**src/verilog/fwd_pkg.sv**
```systemverilog
`default_nettype none

package fwd_pkg;

  // Datapath and register index widths
  localparam int XLEN_W = 32;
  localparam int REG_W  = 5;

  typedef logic [XLEN_W-1:0] xlen_t;
  typedef logic [REG_W-1:0]  reg_idx_t;

  // Supported opcodes, shifts use the low 5 bits of operand B
  typedef enum logic [3:0] {
    OP_ADD,
    OP_SUB,
    OP_AND,
    OP_OR,
    OP_XOR,
    OP_SLT,
    OP_SLL,
    OP_SRL,
    OP_LW,
    OP_SW
  } op_e;

  ////////////////////////////////////////////////////////////////////
  // Stage payloads
  ////////////////////////////////////////////////////////////////////

  // ID/EX, operands as read from the register file
  typedef struct packed {
    op_e      op;
    reg_idx_t rd;
    reg_idx_t rs1;
    reg_idx_t rs2;
    xlen_t    rs1_val;
    xlen_t    rs2_val;
    xlen_t    imm;
    logic     alusrc;
    logic     regwrite;
  } id_ex_t;

  // EX/MEM, ALU result doubles as memory address
  typedef struct packed {
    op_e      op;
    reg_idx_t rd;
    logic     regwrite;
    logic     memread;
    xlen_t    alures;
    xlen_t    store_data;
  } ex_mem_t;

  // MEM/WB, stdata is zero unless the slot holds a store
  typedef struct packed {
    reg_idx_t rd;
    logic     regwrite;
    logic     memread;
    xlen_t    alures;
    xlen_t    stdata;
  } mem_wb_t;

  // One write-back record, used for the WB/ID echo
  typedef struct packed {
    logic     regwrite;
    reg_idx_t rd;
    xlen_t    data;
  } wb_rec_t;

endpackage

`default_nettype wire

```
**src/verilog/wb_bus_if.sv**
```systemverilog
`default_nettype none

interface wb_bus_if;
  import fwd_pkg::*;

  // Write performed at this edge, already qualified by the output transfer
  logic     regwrite;
  reg_idx_t rd;
  xlen_t    data;

  // Copy of the previous write, held while the pipeline is frozen
  wb_rec_t  echo;

  // Driven from the MEM/WB stage
  modport wb_src (output regwrite, rd, data, echo);

  // Register file write port
  modport wb_dst (input regwrite, rd, data);

  // Forwarding looks at the current write and at the echo
  modport fwd_view (input regwrite, rd, echo);

endinterface

`default_nettype wire

```
**src/verilog/regfile.sv**
```systemverilog
`default_nettype none

module regfile #(
  parameter int XLEN = 32
) (
  input  wire                clk,
  input  wire                arst_n,
  input  fwd_pkg::reg_idx_t  rd_idx_a,
  input  fwd_pkg::reg_idx_t  rd_idx_b,
  output fwd_pkg::xlen_t     rd_data_a,
  output fwd_pkg::xlen_t     rd_data_b,
  wb_bus_if.wb_dst           wb
);

  // x1..x31 only, x0 has no storage
  logic [XLEN-1:0] regs [1:31];

  // Write port, one edge
  always_ff @(posedge clk or negedge arst_n) begin
    if (!arst_n) begin
      for (int i = 1; i < 32; i++) begin
        regs[i] <= '0;
      end
    end else if (wb.regwrite && (wb.rd != '0)) begin
      regs[wb.rd] <= wb.data;
    end
  end

  // Combinational reads
  // x0 always returns zero
  assign rd_data_a = (rd_idx_a == '0) ? '0 : regs[rd_idx_a];
  assign rd_data_b = (rd_idx_b == '0) ? '0 : regs[rd_idx_b];

endmodule

`default_nettype wire

```
**src/verilog/forwarding.sv**
```systemverilog
`default_nettype none

module forwarding #(
  parameter int XLEN = 32
) (
  input  wire                ex_mem_regwrite,
  input  wire                ex_mem_memread,
  input  fwd_pkg::reg_idx_t  ex_mem_rd,
  input  fwd_pkg::reg_idx_t  id_ex_rs1,
  input  fwd_pkg::reg_idx_t  id_ex_rs2,
  input  fwd_pkg::xlen_t     alures,
  input  fwd_pkg::xlen_t     memres,
  input  fwd_pkg::xlen_t     rs1,
  input  fwd_pkg::xlen_t     rs2,
  input  fwd_pkg::xlen_t     imm,
  input  wire                alusrc,
  wb_bus_if.fwd_view         wb,
  output fwd_pkg::xlen_t     fw_rs1,
  output fwd_pkg::xlen_t     fw_rs2,
  output fwd_pkg::xlen_t     rs2_mod
);
  import fwd_pkg::*;

  // Operand sources, youngest producer first
  typedef enum logic [1:0] {
    SEL_REG,
    SEL_EXM,
    SEL_MWB,
    SEL_ECHO
  } fw_sel_e;

  fw_sel_e sel_fw1;
  fw_sel_e sel_fw2;

  // Source select for one operand index
  function automatic fw_sel_e pick(input reg_idx_t idx);
    if (idx == '0)
      return SEL_REG;
    // A load in EX/MEM has no data yet
    else if (ex_mem_regwrite && !ex_mem_memread && (ex_mem_rd == idx))
      return SEL_EXM;
    else if (wb.regwrite && (wb.rd == idx))
      return SEL_MWB;
    // Written after this instruction read the register file
    else if (wb.echo.regwrite && (wb.echo.rd == idx))
      return SEL_ECHO;
    else
      return SEL_REG;
  endfunction

  // Operand mux
  function automatic logic [XLEN-1:0] fw_mux(input fw_sel_e sel,
                                             input logic [XLEN-1:0] regval);
    case (sel)
      SEL_EXM:  return alures;
      SEL_MWB:  return memres;
      SEL_ECHO: return wb.echo.data;
      default:  return regval;
    endcase
  endfunction

  assign sel_fw1 = pick(id_ex_rs1);
  assign sel_fw2 = pick(id_ex_rs2);

  assign fw_rs1  = fw_mux(sel_fw1, rs1);
  // Forwarded rs2 also carries store data
  assign rs2_mod = fw_mux(sel_fw2, rs2);

  // Immediate or register for ALU operand B
  assign fw_rs2  = alusrc ? imm : rs2_mod;

endmodule

`default_nettype wire

```
**src/verilog/exec_alu.sv**
```systemverilog
`default_nettype none

module exec_alu #(
  parameter int XLEN = 32
) (
  input  fwd_pkg::op_e    op,
  input  fwd_pkg::xlen_t  a,
  input  fwd_pkg::xlen_t  b,
  output fwd_pkg::xlen_t  result
);
  import fwd_pkg::*;

  localparam int SHW = $clog2(XLEN);

  logic [SHW-1:0] shamt;
  logic           lt;

  // Shift amount from the low bits of B
  assign shamt = b[SHW-1:0];
  // Signed compare for SLT
  assign lt    = ($signed(a) < $signed(b));

  always_comb begin
    case (op)
      OP_ADD:  result = a + b;
      OP_SUB:  result = a - b;
      OP_AND:  result = a & b;
      OP_OR:   result = a | b;
      OP_XOR:  result = a ^ b;
      OP_SLT:  result = {{(XLEN-1){1'b0}}, lt};
      OP_SLL:  result = a << shamt;
      OP_SRL:  result = a >> shamt;
      // Address generation, rs1 plus immediate
      OP_LW,
      OP_SW:   result = a + b;
      default: result = '0;
    endcase
  end

endmodule

`default_nettype wire

```
**src/verilog/data_ram.sv**
```systemverilog
`default_nettype none

module data_ram #(
  parameter int XLEN      = 32,
  parameter int RAM_WORDS = 16
) (
  input  wire             clk,
  input  wire             arst_n,
  input  fwd_pkg::xlen_t  addr,
  input  wire             we,
  input  wire             re,
  input  fwd_pkg::xlen_t  wdata,
  output fwd_pkg::xlen_t  rdata
);

  localparam int IDX_W = $clog2(RAM_WORDS);

  logic [XLEN-1:0]  mem [RAM_WORDS];
  logic [IDX_W-1:0] idx;

  // Word index, byte offset dropped, upper bits wrap
  assign idx = addr[2 +: IDX_W];

  // Write and registered read share the stage-advance edge
  always_ff @(posedge clk or negedge arst_n) begin
    if (!arst_n) begin
      for (int i = 0; i < RAM_WORDS; i++) begin
        mem[i] <= '0;
      end
      rdata <= '0;
    end else begin
      if (we) begin
        mem[idx] <= wdata;
      end
      if (re) begin
        rdata <= mem[idx];
      end
    end
  end

endmodule

`default_nettype wire

```
**src/verilog/hazard_ctrl.sv**
```systemverilog
`default_nettype none

module hazard_ctrl (
  input  wire                in_valid,
  input  wire                out_valid,
  input  wire                out_ready,
  input  wire                id_ex_valid,
  input  wire                id_ex_memread,
  input  fwd_pkg::reg_idx_t  id_ex_rd,
  input  fwd_pkg::reg_idx_t  in_rs1,
  input  fwd_pkg::reg_idx_t  in_rs2,
  input  wire                in_uses_rs2,
  output logic               in_ready,
  output logic               hold,
  output logic               bubble
);

  logic freeze;
  logic load_use;

  // Output back-pressure stops every stage
  assign freeze = out_valid && !out_ready;

  // Offered instruction needs the result of the load in ID/EX
  assign load_use = in_valid && id_ex_valid && id_ex_memread &&
                    (id_ex_rd != '0) &&
                    ((id_ex_rd == in_rs1) ||
                     (in_uses_rs2 && (id_ex_rd == in_rs2)));

  assign hold     = freeze;
  // Empty slot into ID/EX while the load moves on
  assign bubble   = load_use;
  assign in_ready = !freeze && !load_use;

endmodule

`default_nettype wire

```
**src/verilog/pipe_stage.sv**
```systemverilog
`default_nettype none

module pipe_stage #(
  parameter type payload_t = logic
) (
  input  wire       clk,
  input  wire       arst_n,
  input  wire       hold,
  input  wire       flush,
  input  wire       d_valid,
  input  payload_t  d,
  output logic      q_valid,
  output payload_t  q
);

  // Slot occupancy
  always_ff @(posedge clk or negedge arst_n) begin
    if (!arst_n) begin
      q_valid <= 1'b0;
    end else if (!hold) begin
      // Flush inserts a bubble
      q_valid <= d_valid && !flush;
    end
  end

  // Payload follows the slot, meaningful only while q_valid is set
  always_ff @(posedge clk) begin
    if (!hold) begin
      q <= d;
    end
  end

endmodule

`default_nettype wire

```
**src/verilog/fwd_core.sv**
```systemverilog
`default_nettype none

module fwd_core #(
  parameter int XLEN      = 32,
  parameter int RAM_WORDS = 16
) (
  input  wire                clk,
  input  wire                arst_n,
  // Decoded instruction stream
  input  wire                in_valid,
  output logic               in_ready,
  input  fwd_pkg::op_e       in_op,
  input  fwd_pkg::reg_idx_t  in_rd,
  input  fwd_pkg::reg_idx_t  in_rs1,
  input  fwd_pkg::reg_idx_t  in_rs2,
  input  fwd_pkg::xlen_t     in_imm,
  input  wire                in_alusrc,
  input  wire                in_regwrite,
  // Retire stream
  output logic               out_valid,
  input  wire                out_ready,
  output fwd_pkg::reg_idx_t  out_rd,
  output logic               out_we,
  output fwd_pkg::xlen_t     out_data
);
  import fwd_pkg::*;

  id_ex_t  id_d,  id_q;
  ex_mem_t ex_d,  ex_q;
  mem_wb_t mem_d, mem_q;
  logic    id_valid, ex_valid, mem_valid;

  xlen_t   rs1_val, rs2_val;
  xlen_t   fw_rs1, fw_rs2, rs2_mod, alu_res;
  xlen_t   ram_rdata, wb_data;
  logic    in_is_mem, in_alusrc_eff, in_uses_rs2;
  logic    hold, bubble;

  wb_bus_if wb_i ();

  ////////////////////////////////////////////////////////////////////
  // Issue
  ////////////////////////////////////////////////////////////////////

  // Memory ops always take the immediate as address offset
  assign in_is_mem     = (in_op == OP_LW) || (in_op == OP_SW);
  assign in_alusrc_eff = in_alusrc || in_is_mem;
  // Stores read rs2 for their data
  assign in_uses_rs2   = (in_op == OP_SW) || !in_alusrc_eff;

  regfile #(.XLEN(XLEN)) regfile_i (
    .clk       (clk),
    .arst_n    (arst_n),
    .rd_idx_a  (in_rs1),
    .rd_idx_b  (in_rs2),
    .rd_data_a (rs1_val),
    .rd_data_b (rs2_val),
    .wb        (wb_i.wb_dst)
  );

  // No write for stores or for x0
  assign id_d = '{op: in_op, rd: in_rd, rs1: in_rs1, rs2: in_rs2,
                  rs1_val: rs1_val, rs2_val: rs2_val, imm: in_imm,
                  alusrc: in_alusrc_eff,
                  regwrite: in_regwrite && (in_rd != '0) && (in_op != OP_SW)};

  hazard_ctrl hazard_i (
    .in_valid      (in_valid),
    .out_valid     (out_valid),
    .out_ready     (out_ready),
    .id_ex_valid   (id_valid),
    .id_ex_memread ((id_q.op == OP_LW) && id_q.regwrite),
    .id_ex_rd      (id_q.rd),
    .in_rs1        (in_rs1),
    .in_rs2        (in_rs2),
    .in_uses_rs2   (in_uses_rs2),
    .in_ready      (in_ready),
    .hold          (hold),
    .bubble        (bubble)
  );

  pipe_stage #(.payload_t(id_ex_t)) id_ex_i (
    .clk (clk), .arst_n (arst_n), .hold (hold), .flush (bubble),
    .d_valid (in_valid), .d (id_d), .q_valid (id_valid), .q (id_q)
  );

  ////////////////////////////////////////////////////////////////////
  // Execute
  ////////////////////////////////////////////////////////////////////

  forwarding #(.XLEN(XLEN)) forwarding_i (
    .ex_mem_regwrite (ex_valid && ex_q.regwrite),
    .ex_mem_memread  (ex_q.memread),
    .ex_mem_rd       (ex_q.rd),
    .id_ex_rs1       (id_q.rs1),
    .id_ex_rs2       (id_q.rs2),
    .alures          (ex_q.alures),
    .memres          (wb_data),
    .rs1             (id_q.rs1_val),
    .rs2             (id_q.rs2_val),
    .imm             (id_q.imm),
    .alusrc          (id_q.alusrc),
    .wb              (wb_i.fwd_view),
    .fw_rs1          (fw_rs1),
    .fw_rs2          (fw_rs2),
    .rs2_mod         (rs2_mod)
  );

  exec_alu #(.XLEN(XLEN)) alu_i (
    .op     (id_q.op),
    .a      (fw_rs1),
    .b      (fw_rs2),
    .result (alu_res)
  );

  assign ex_d = '{op: id_q.op, rd: id_q.rd, regwrite: id_q.regwrite,
                  memread: (id_q.op == OP_LW), alures: alu_res,
                  store_data: rs2_mod};

  pipe_stage #(.payload_t(ex_mem_t)) ex_mem_i (
    .clk (clk), .arst_n (arst_n), .hold (hold), .flush (1'b0),
    .d_valid (id_valid), .d (ex_d), .q_valid (ex_valid), .q (ex_q)
  );

  ////////////////////////////////////////////////////////////////////
  // Memory and write-back
  ////////////////////////////////////////////////////////////////////

  // Access happens as the slot moves into MEM/WB
  data_ram #(.XLEN(XLEN), .RAM_WORDS(RAM_WORDS)) ram_i (
    .clk    (clk),
    .arst_n (arst_n),
    .addr   (ex_q.alures),
    .we     (ex_valid && (ex_q.op == OP_SW) && !hold),
    .re     (ex_valid && ex_q.memread && !hold),
    .wdata  (ex_q.store_data),
    .rdata  (ram_rdata)
  );

  // Store value kept for the retire record only
  assign mem_d = '{rd: ex_q.rd, regwrite: ex_q.regwrite, memread: ex_q.memread,
                   alures: ex_q.alures,
                   stdata: (ex_q.op == OP_SW) ? ex_q.store_data : '0};

  pipe_stage #(.payload_t(mem_wb_t)) mem_wb_i (
    .clk (clk), .arst_n (arst_n), .hold (hold), .flush (1'b0),
    .d_valid (ex_valid), .d (mem_d), .q_valid (mem_valid), .q (mem_q)
  );

  assign wb_data = mem_q.memread ? ram_rdata : mem_q.alures;

  // Register write only on the output transfer
  assign wb_i.regwrite = out_valid && out_ready && mem_q.regwrite;
  assign wb_i.rd       = mem_q.rd;
  assign wb_i.data     = wb_data;

  // WB/ID echo, covers the write that lands as an instruction issues
  always_ff @(posedge clk or negedge arst_n) begin
    if (!arst_n) begin
      wb_i.echo <= '0;
    end else if (!hold) begin
      wb_i.echo <= '{regwrite: wb_i.regwrite, rd: wb_i.rd, data: wb_i.data};
    end
  end

  // Retire record
  assign out_valid = mem_valid;
  assign out_rd    = mem_q.rd;
  assign out_we    = mem_q.regwrite;
  assign out_data  = mem_q.regwrite ? wb_data : mem_q.stdata;

endmodule

`default_nettype wire

```
**config.mk**
```make
export PLATFORM = sky130hd
export DESIGN_NAME = fwd_core
export DESIGN_NICKNAME = d
export VERILOG_FILES = /design/src/verilog/fwd_pkg.sv /design/src/verilog/wb_bus_if.sv /design/src/verilog/regfile.sv /design/src/verilog/forwarding.sv /design/src/verilog/exec_alu.sv /design/src/verilog/data_ram.sv /design/src/verilog/hazard_ctrl.sv /design/src/verilog/pipe_stage.sv /design/src/verilog/fwd_core.sv
export SDC_FILE = /design/constraint.sdc
export NUM_CORES = 2
export LEC_CHECK = 0
export BUFFER_PORTS_ARGS = -buffer_cell sky130_fd_sc_hd__buf_2
export CORE_ASPECT_RATIO = 1.25
export CORE_UTILIZATION = 45
export DETAILED_ROUTE_END_ITERATION = 8
export GPL_ROUTABILITY_DRIVEN = 0
export HOLD_SLACK_MARGIN = 0.05
export SYNTH_ARGS = -nofsm -noshare
export SYNTH_HDL_FRONTEND = slang
export SYNTH_SLANG_ARGS = --single-unit
```
**constraint.sdc**
```tcl
create_clock -name clk -period 9.1 [get_ports clk]
set_input_delay 1.82 -clock clk [delete_from_list [all_inputs] [get_ports clk]]
set_output_delay 1.82 -clock clk [all_outputs]
set_load 0.02 [all_outputs]
```
# Yosys cells after proc, flatten, opt, wreduce, memory -nomap -nowiden
# Cells that the tools add are included.
# Widths: inputs -> output; s select.
[totals] reg_bits=1840 in_bits=57 out_inout_bits=40 elab_cells=194
[classes] n_addsub=2 n_lt_le_gt_ge=7 eq_ne=27 shifts=2 mux=29 n_bitwise=7 reduce_logical=46
[op_table] operator="$bwmux 992" n=1
[op_table] operator="$bwmux 512" n=1
[op_table] operator="$mux 32" n=11
[op_table] operator="$bmux 32 s5" n=2
[op_table] operator="$pmux 32 s8" n=1
[op_table] operator="$pmux 32 s3" n=2
[op_table] operator="$demux 32 s5" n=1
[op_table] operator="$bmux 32 s4" n=1
[op_table] operator="$demux 32 s4" n=1
[op_table] operator="$eq 5x5->1" n=8
[op_table] operator="$add 32x32->32" n=1
[op_table] operator="$and 32x32->32" n=1
[op_table] operator="$lt 32x32->1" n=1
[op_table] operator="$or 32x32->32" n=1
[op_table] operator="$shl 32x5->32" n=1
[op_table] operator="$shr 32x5->32" n=1
[op_table] operator="$sub 32x32->32" n=1
[op_table] operator="$xor 32x32->32" n=1
[op_table] operator="$logic_and 1x1->1" n=28
[op_table] operator="$eq 4x4->1 const B" n=5
[op_table] operator="$logic_not 5->1" n=4
[op_table] operator="$ge 6x6->1 const B" n=3
[op_table] operator="$not 5->6" n=3
[op_table] operator="$eq 4x3->1 const B" n=4
[op_table] operator="15 further kinds" n=36

# Depth between registers and ports, before layout
[depth] ltp_word=11 ltp_mapped=25

# By module
# Synthesis repeated with hierarchy kept, for this count alone.
[unflattened] hier_cells=7448 hier_area_um2=99469.1
[by_module_without_submodules] module="regfile" n_inst=1 cells_per_inst=3666 area_per_inst_um2=53488.8
[by_module_without_submodules] module="data_ram" n_inst=1 cells_per_inst=1680 area_per_inst_um2=24268.3
[by_module_without_submodules] module="exec_alu" n_inst=1 cells_per_inst=1216 area_per_inst_um2=7942.6
[by_module_without_submodules] module="pipe_stage at id_ex_i" n_inst=1 cells_per_inst=122 area_per_inst_um2=3560.9
[by_module_without_submodules] module="forwarding" n_inst=1 cells_per_inst=383 area_per_inst_um2=2824.0
[by_module_without_submodules] module="fwd_core" n_inst=1 cells_per_inst=203 area_per_inst_um2=2756.4
[by_module_without_submodules] module="pipe_stage at ex_mem_i" n_inst=1 cells_per_inst=80 area_per_inst_um2=2299.7
[by_module_without_submodules] module="pipe_stage at mem_wb_i" n_inst=1 cells_per_inst=76 area_per_inst_um2=2179.6
[by_module_without_submodules] module="hazard_ctrl" n_inst=1 cells_per_inst=22 area_per_inst_um2=148.9

# Least setup slack after synthesis
# No wires, ideal clock.
[synth_path] path_kind="input to register" startpoint="input out_ready" endpoint="register wb_i.echo[22] (netlist name)" setup_time_ns=0.457 arrival_ns=10.060 required_ns=8.643 path_slack_ns=-1.416 cell_stages=5 path_buffers=3 path_cell_list="nand2b_1 > clkbuf_1 > clkbuf_1 > clkbuf_1 > a21oi_1"
[synth_between] elab_chain_len=2
[synth_lines] element="start, declared" line_no="fwd_core.sv:21" rtl="input wire out_ready,"
[synth_lines] element="$logic_not 1->1" line_no="hazard_ctrl.sv:22" rtl="assign freeze = out_valid && !out_ready;"
[synth_lines] element="$logic_and 1x1->1" line_no="hazard_ctrl.sv:22"
# Every way passes these cells.
# A chain may end at the register's enable or synchronous reset.

==> metrics <==
hold_ws=0.4514 ns; via density per instance=between 6 and 7; outcome=finished, violations left; I/O pin count=97; total gr overflow=0; total power=32.21 mW; CP peak stage delay=0.89 ns; TritonCTS clock tree=built; # DRC=13; pin count of the biggest net entering global routing=199; Final Cycle Share=0.8576; RSZ-0062 raised after global routing=no; Syn Nets=8124; fraction of layout cells with a size suffix above 1=0.2748; relative slew slack=-0.1121; first-pass GRT wire length=489.1 mm; Max Fclk=128.1 MHz; Nets=~7800; delay-heaviest family, CP=compound AO/OA/AOI/OAI gates; post_cts resized=0; synthesis-to-layout area growth=9.699%; drt initial violations=8335; Rows=189; Post-synth EDFFs=263; clk root buf=clkbuf_16; Cells after DPL=~10000; worst-path fanout max=41; Yosys top cell area share=0.4101; wire length per cell=31.73 µm; vias post-DR=between 60000 and 70000; Synthesis Warnings=0; clock tree buffer depth=3; Placement Setup Slack=about 0.96 ns; IO buf count=96; GRT met1 Usage=0.3859; drt pass-1 iters=9; fin crit period=7.804 ns; Seq cells post-synth=about 1800; Placeable Area=212400 µm²; Least-Margin Pin Slew=1.654 ns; Synth Flop Type=dfrtp_1; setup_tns=0 ns; CTS buffer count=between 150 and 200; post-synthesis cell type count=104; Yosys top cell by area=dfrtp_1; GR Util met2=0.4968; vias in the first global route=between 60000 and 70000; synth top area cells=dfrtp_1, mux4_2, edfxtp_1; Final Hold Fails=0; peak supply drop=256.0 µV; Starting Density=0.4531; H-tree levels=4; hold crit path type=reg2reg; Setup Skew=about 0.035 ns; pwr dens=305.1 nW/µm²; Overall Global Routing Usage=0.3123; Seq/Total Area, Yosys=0.4922; final setup vio count=0; cell chain of the critical path=buf_2, nand3_1, or4_1, o22ai_1, o21ai_4, buf_4, nand2_1, o21ai_0, mux2i_1, ha_1, inv_1, a21oi_1, a211oi_1, a2111oi_1, nor2_1, a211o_1, a41oi_1, mux2i_1, a21oi_1, a211oi_1, nand3_1; post-CTS setup buffers=0; maxcap violations=2; Die Y=a little over 500 µm; failing checks=design-rule violations, max-capacitance violations, max-slew violations; Crit-path slowest cell=a2111oi_1; initial antenna violation count=23; CTS sink count=~1800; CP arrival=8.41 ns; clock transition at the registers of the reported paths=~0.07 ns; Buf/Inv on CP=3; CP Class=in2reg; P_leak=45.41 nW; CP Launch Type=input port; synthesized area=96230 µm²; Clock Latency Late Sink=0.86 ns; average size of a mapped cell=around 12 µm²; total routed wirelength=approximately 340 mm; Cell Count, Final, Fillers Out=10610; gr busiest metal=met2; CP endpoint kind=register; DP HPWL=208.6 mm; FFs w/ async S/R, synth=0.8571; final antenna-violating net count=0; met3 GRT Util=0.07306; die area=roughly 220000 µm²; Crit path required time=~9.7 ns; die width=415.6 µm; hold buffer count at cts=0; worst setup margin=1.296 ns; fin. max-slew vios=16; Cells after Synth=7968
==> cells in the final DEF (no fill, tap or decap), types with 23 or more instances in the layout <==
cell / n
mux2_2: 701
clkbuf_1: 53
mux2i_1: 103
or3_1: 24
a221oi_1: 28
and2_1: 41
a31oi_1: 24
buf_2: 86
a21o_1: 25
o21ai_0: 664
nand3_1: 40
clkinv_2: 26
xor2_1: 24
o22ai_1: 42
dfrtp_1: 1577
buf_4: 169
nand2_1: 707
edfxtp_1: 263
inv_1: 102
mux2i_4: 32
ha_1: 97
o211ai_1: 23
clkbuf_8: 36
a21oi_1: 668
a211oi_1: 25
xnor2_1: 32
a22o_1: 65
clkbuf_16: 182
nor3_1: 72
mux4_2: 739
o221ai_1: 29
nor2_1: 699
==> layer usage <==
metal	vias to the layer above	routed length, µm
met1	35440	124300
met5	-	80
met2	3675	158200
met4	8	24970
met3	1116	29150
li1	28860	-
==> layout make-up <==
cell class,count,area (µm²)
Multi-Input combinational cell,5274,46240
Inverter,116,442.9
Sequential cell,1840,47360
Antenna cell,11,27.53
Fill cell,18400,106800
Clock inverter,57,738.2
Tap cell,2769,3465
Clock buffer,271,5249
Timing Repair Buffer,274,2033
==> logic make-up (layout without fill, tap and decap cells) <==
| group | count (synthesis) | in the layout | share of synthesized area |
|---|---|---|---|
| adder cells (fa/ha/maj) | 99 | 99 | 0.01303 |
| XOR/XNOR | 57 | 57 | 0.005266 |
| other | 0 | 11 | 0 |
| multiplexers | 1579 | 1579 | 0.2696 |
| buffers and inverters | 854 | 718 | 0.03530 |
| AO/OA/AOI/OAI | 1794 | 1794 | 0.1093 |
| flip-flops | 1840 | 1840 | 0.4922 |
| AND/OR/NAND/NOR | 1745 | 1745 | 0.07539 |
==> where the power goes <==
group | switching (mW) | internal [mW] | total (mW)
logic | 6.88 | 4.53 | 11.4
clock network | 3.40 | 4.22 | 7.63
registers | 2.40 | 10.8 | 13.2
total | 12.7 | 19.5 | 32.2
==> final timing paths <==
| kind | slack [ns] | cells past startpoint | start | to |
|---|---|---|---|---|
| hold / removal | 0.45 | 0 | id_ex_i.q[0] | ex_mem_i.q[65] |
| min in group asynchronous | 0.90 | 1 | arst_n | wb_i.echo[1] |
| max in group asynchronous | 6.01 | 3 | arst_n | ram_i.mem[215] |
| setup reg to reg | 1.40 | 20 | ex_mem_i.q_valid | ex_mem_i.q[61] |
| setup / recovery | 1.30 | 21 | out_ready | ex_mem_i.q[61] |
| hold reg to reg | 0.45 | 0 | id_ex_i.q[0] | ex_mem_i.q[65] |
==> synth_stat cells (all sizes together) (10+ instances only) <==
master and count:
nor2 720, a2bb2oi 11, a21oi 671, nand3 42
a21o 26, mux2 703, o221ai 29, nor3b 12
mux2i 137, mux4 739, o21ai 677, dfrtp 1577
nor2b 12, xnor2 32, a221oi 37, and2 41
o22ai 42, ha 97, nand2 727, or2 10
inv 115, o31ai 15, a211o 10, and3 14
xor2 25, a31oi 26, a22oi 23, a31o 17
nor4 11, o2bb2ai 11, a211oi 26, nor3 77
nand4 12, o211ai 25, o21bai 16, a22o 65
a221o 12, or3 24, nand2b 18, edfxtp 263
buf 158, clkbuf 580
==> registers in the layout (all words and copies together) (netlist names) <==
register	count
mem_wb_i.q_valid	1
regfile_i.regs	992
mem_wb_i.q	71
ram_i.mem	512
ram_i.rdata	32
id_ex_i.q_valid	1
ex_mem_i.q	75
id_ex_i.q	117
ex_mem_i.q_valid	1
wb_i.echo	38
==> through the flow <==
stage                     cell area [µm²]    util
after floorplan                     96230       -
final                              105600  0.4971
after detailed placement            99520  0.4686
after global routing               105500  0.4970
after global placement              99520  0.4686
after CTS                          105500  0.4968
Note: power is estimated with default switching activity, not from simulation.
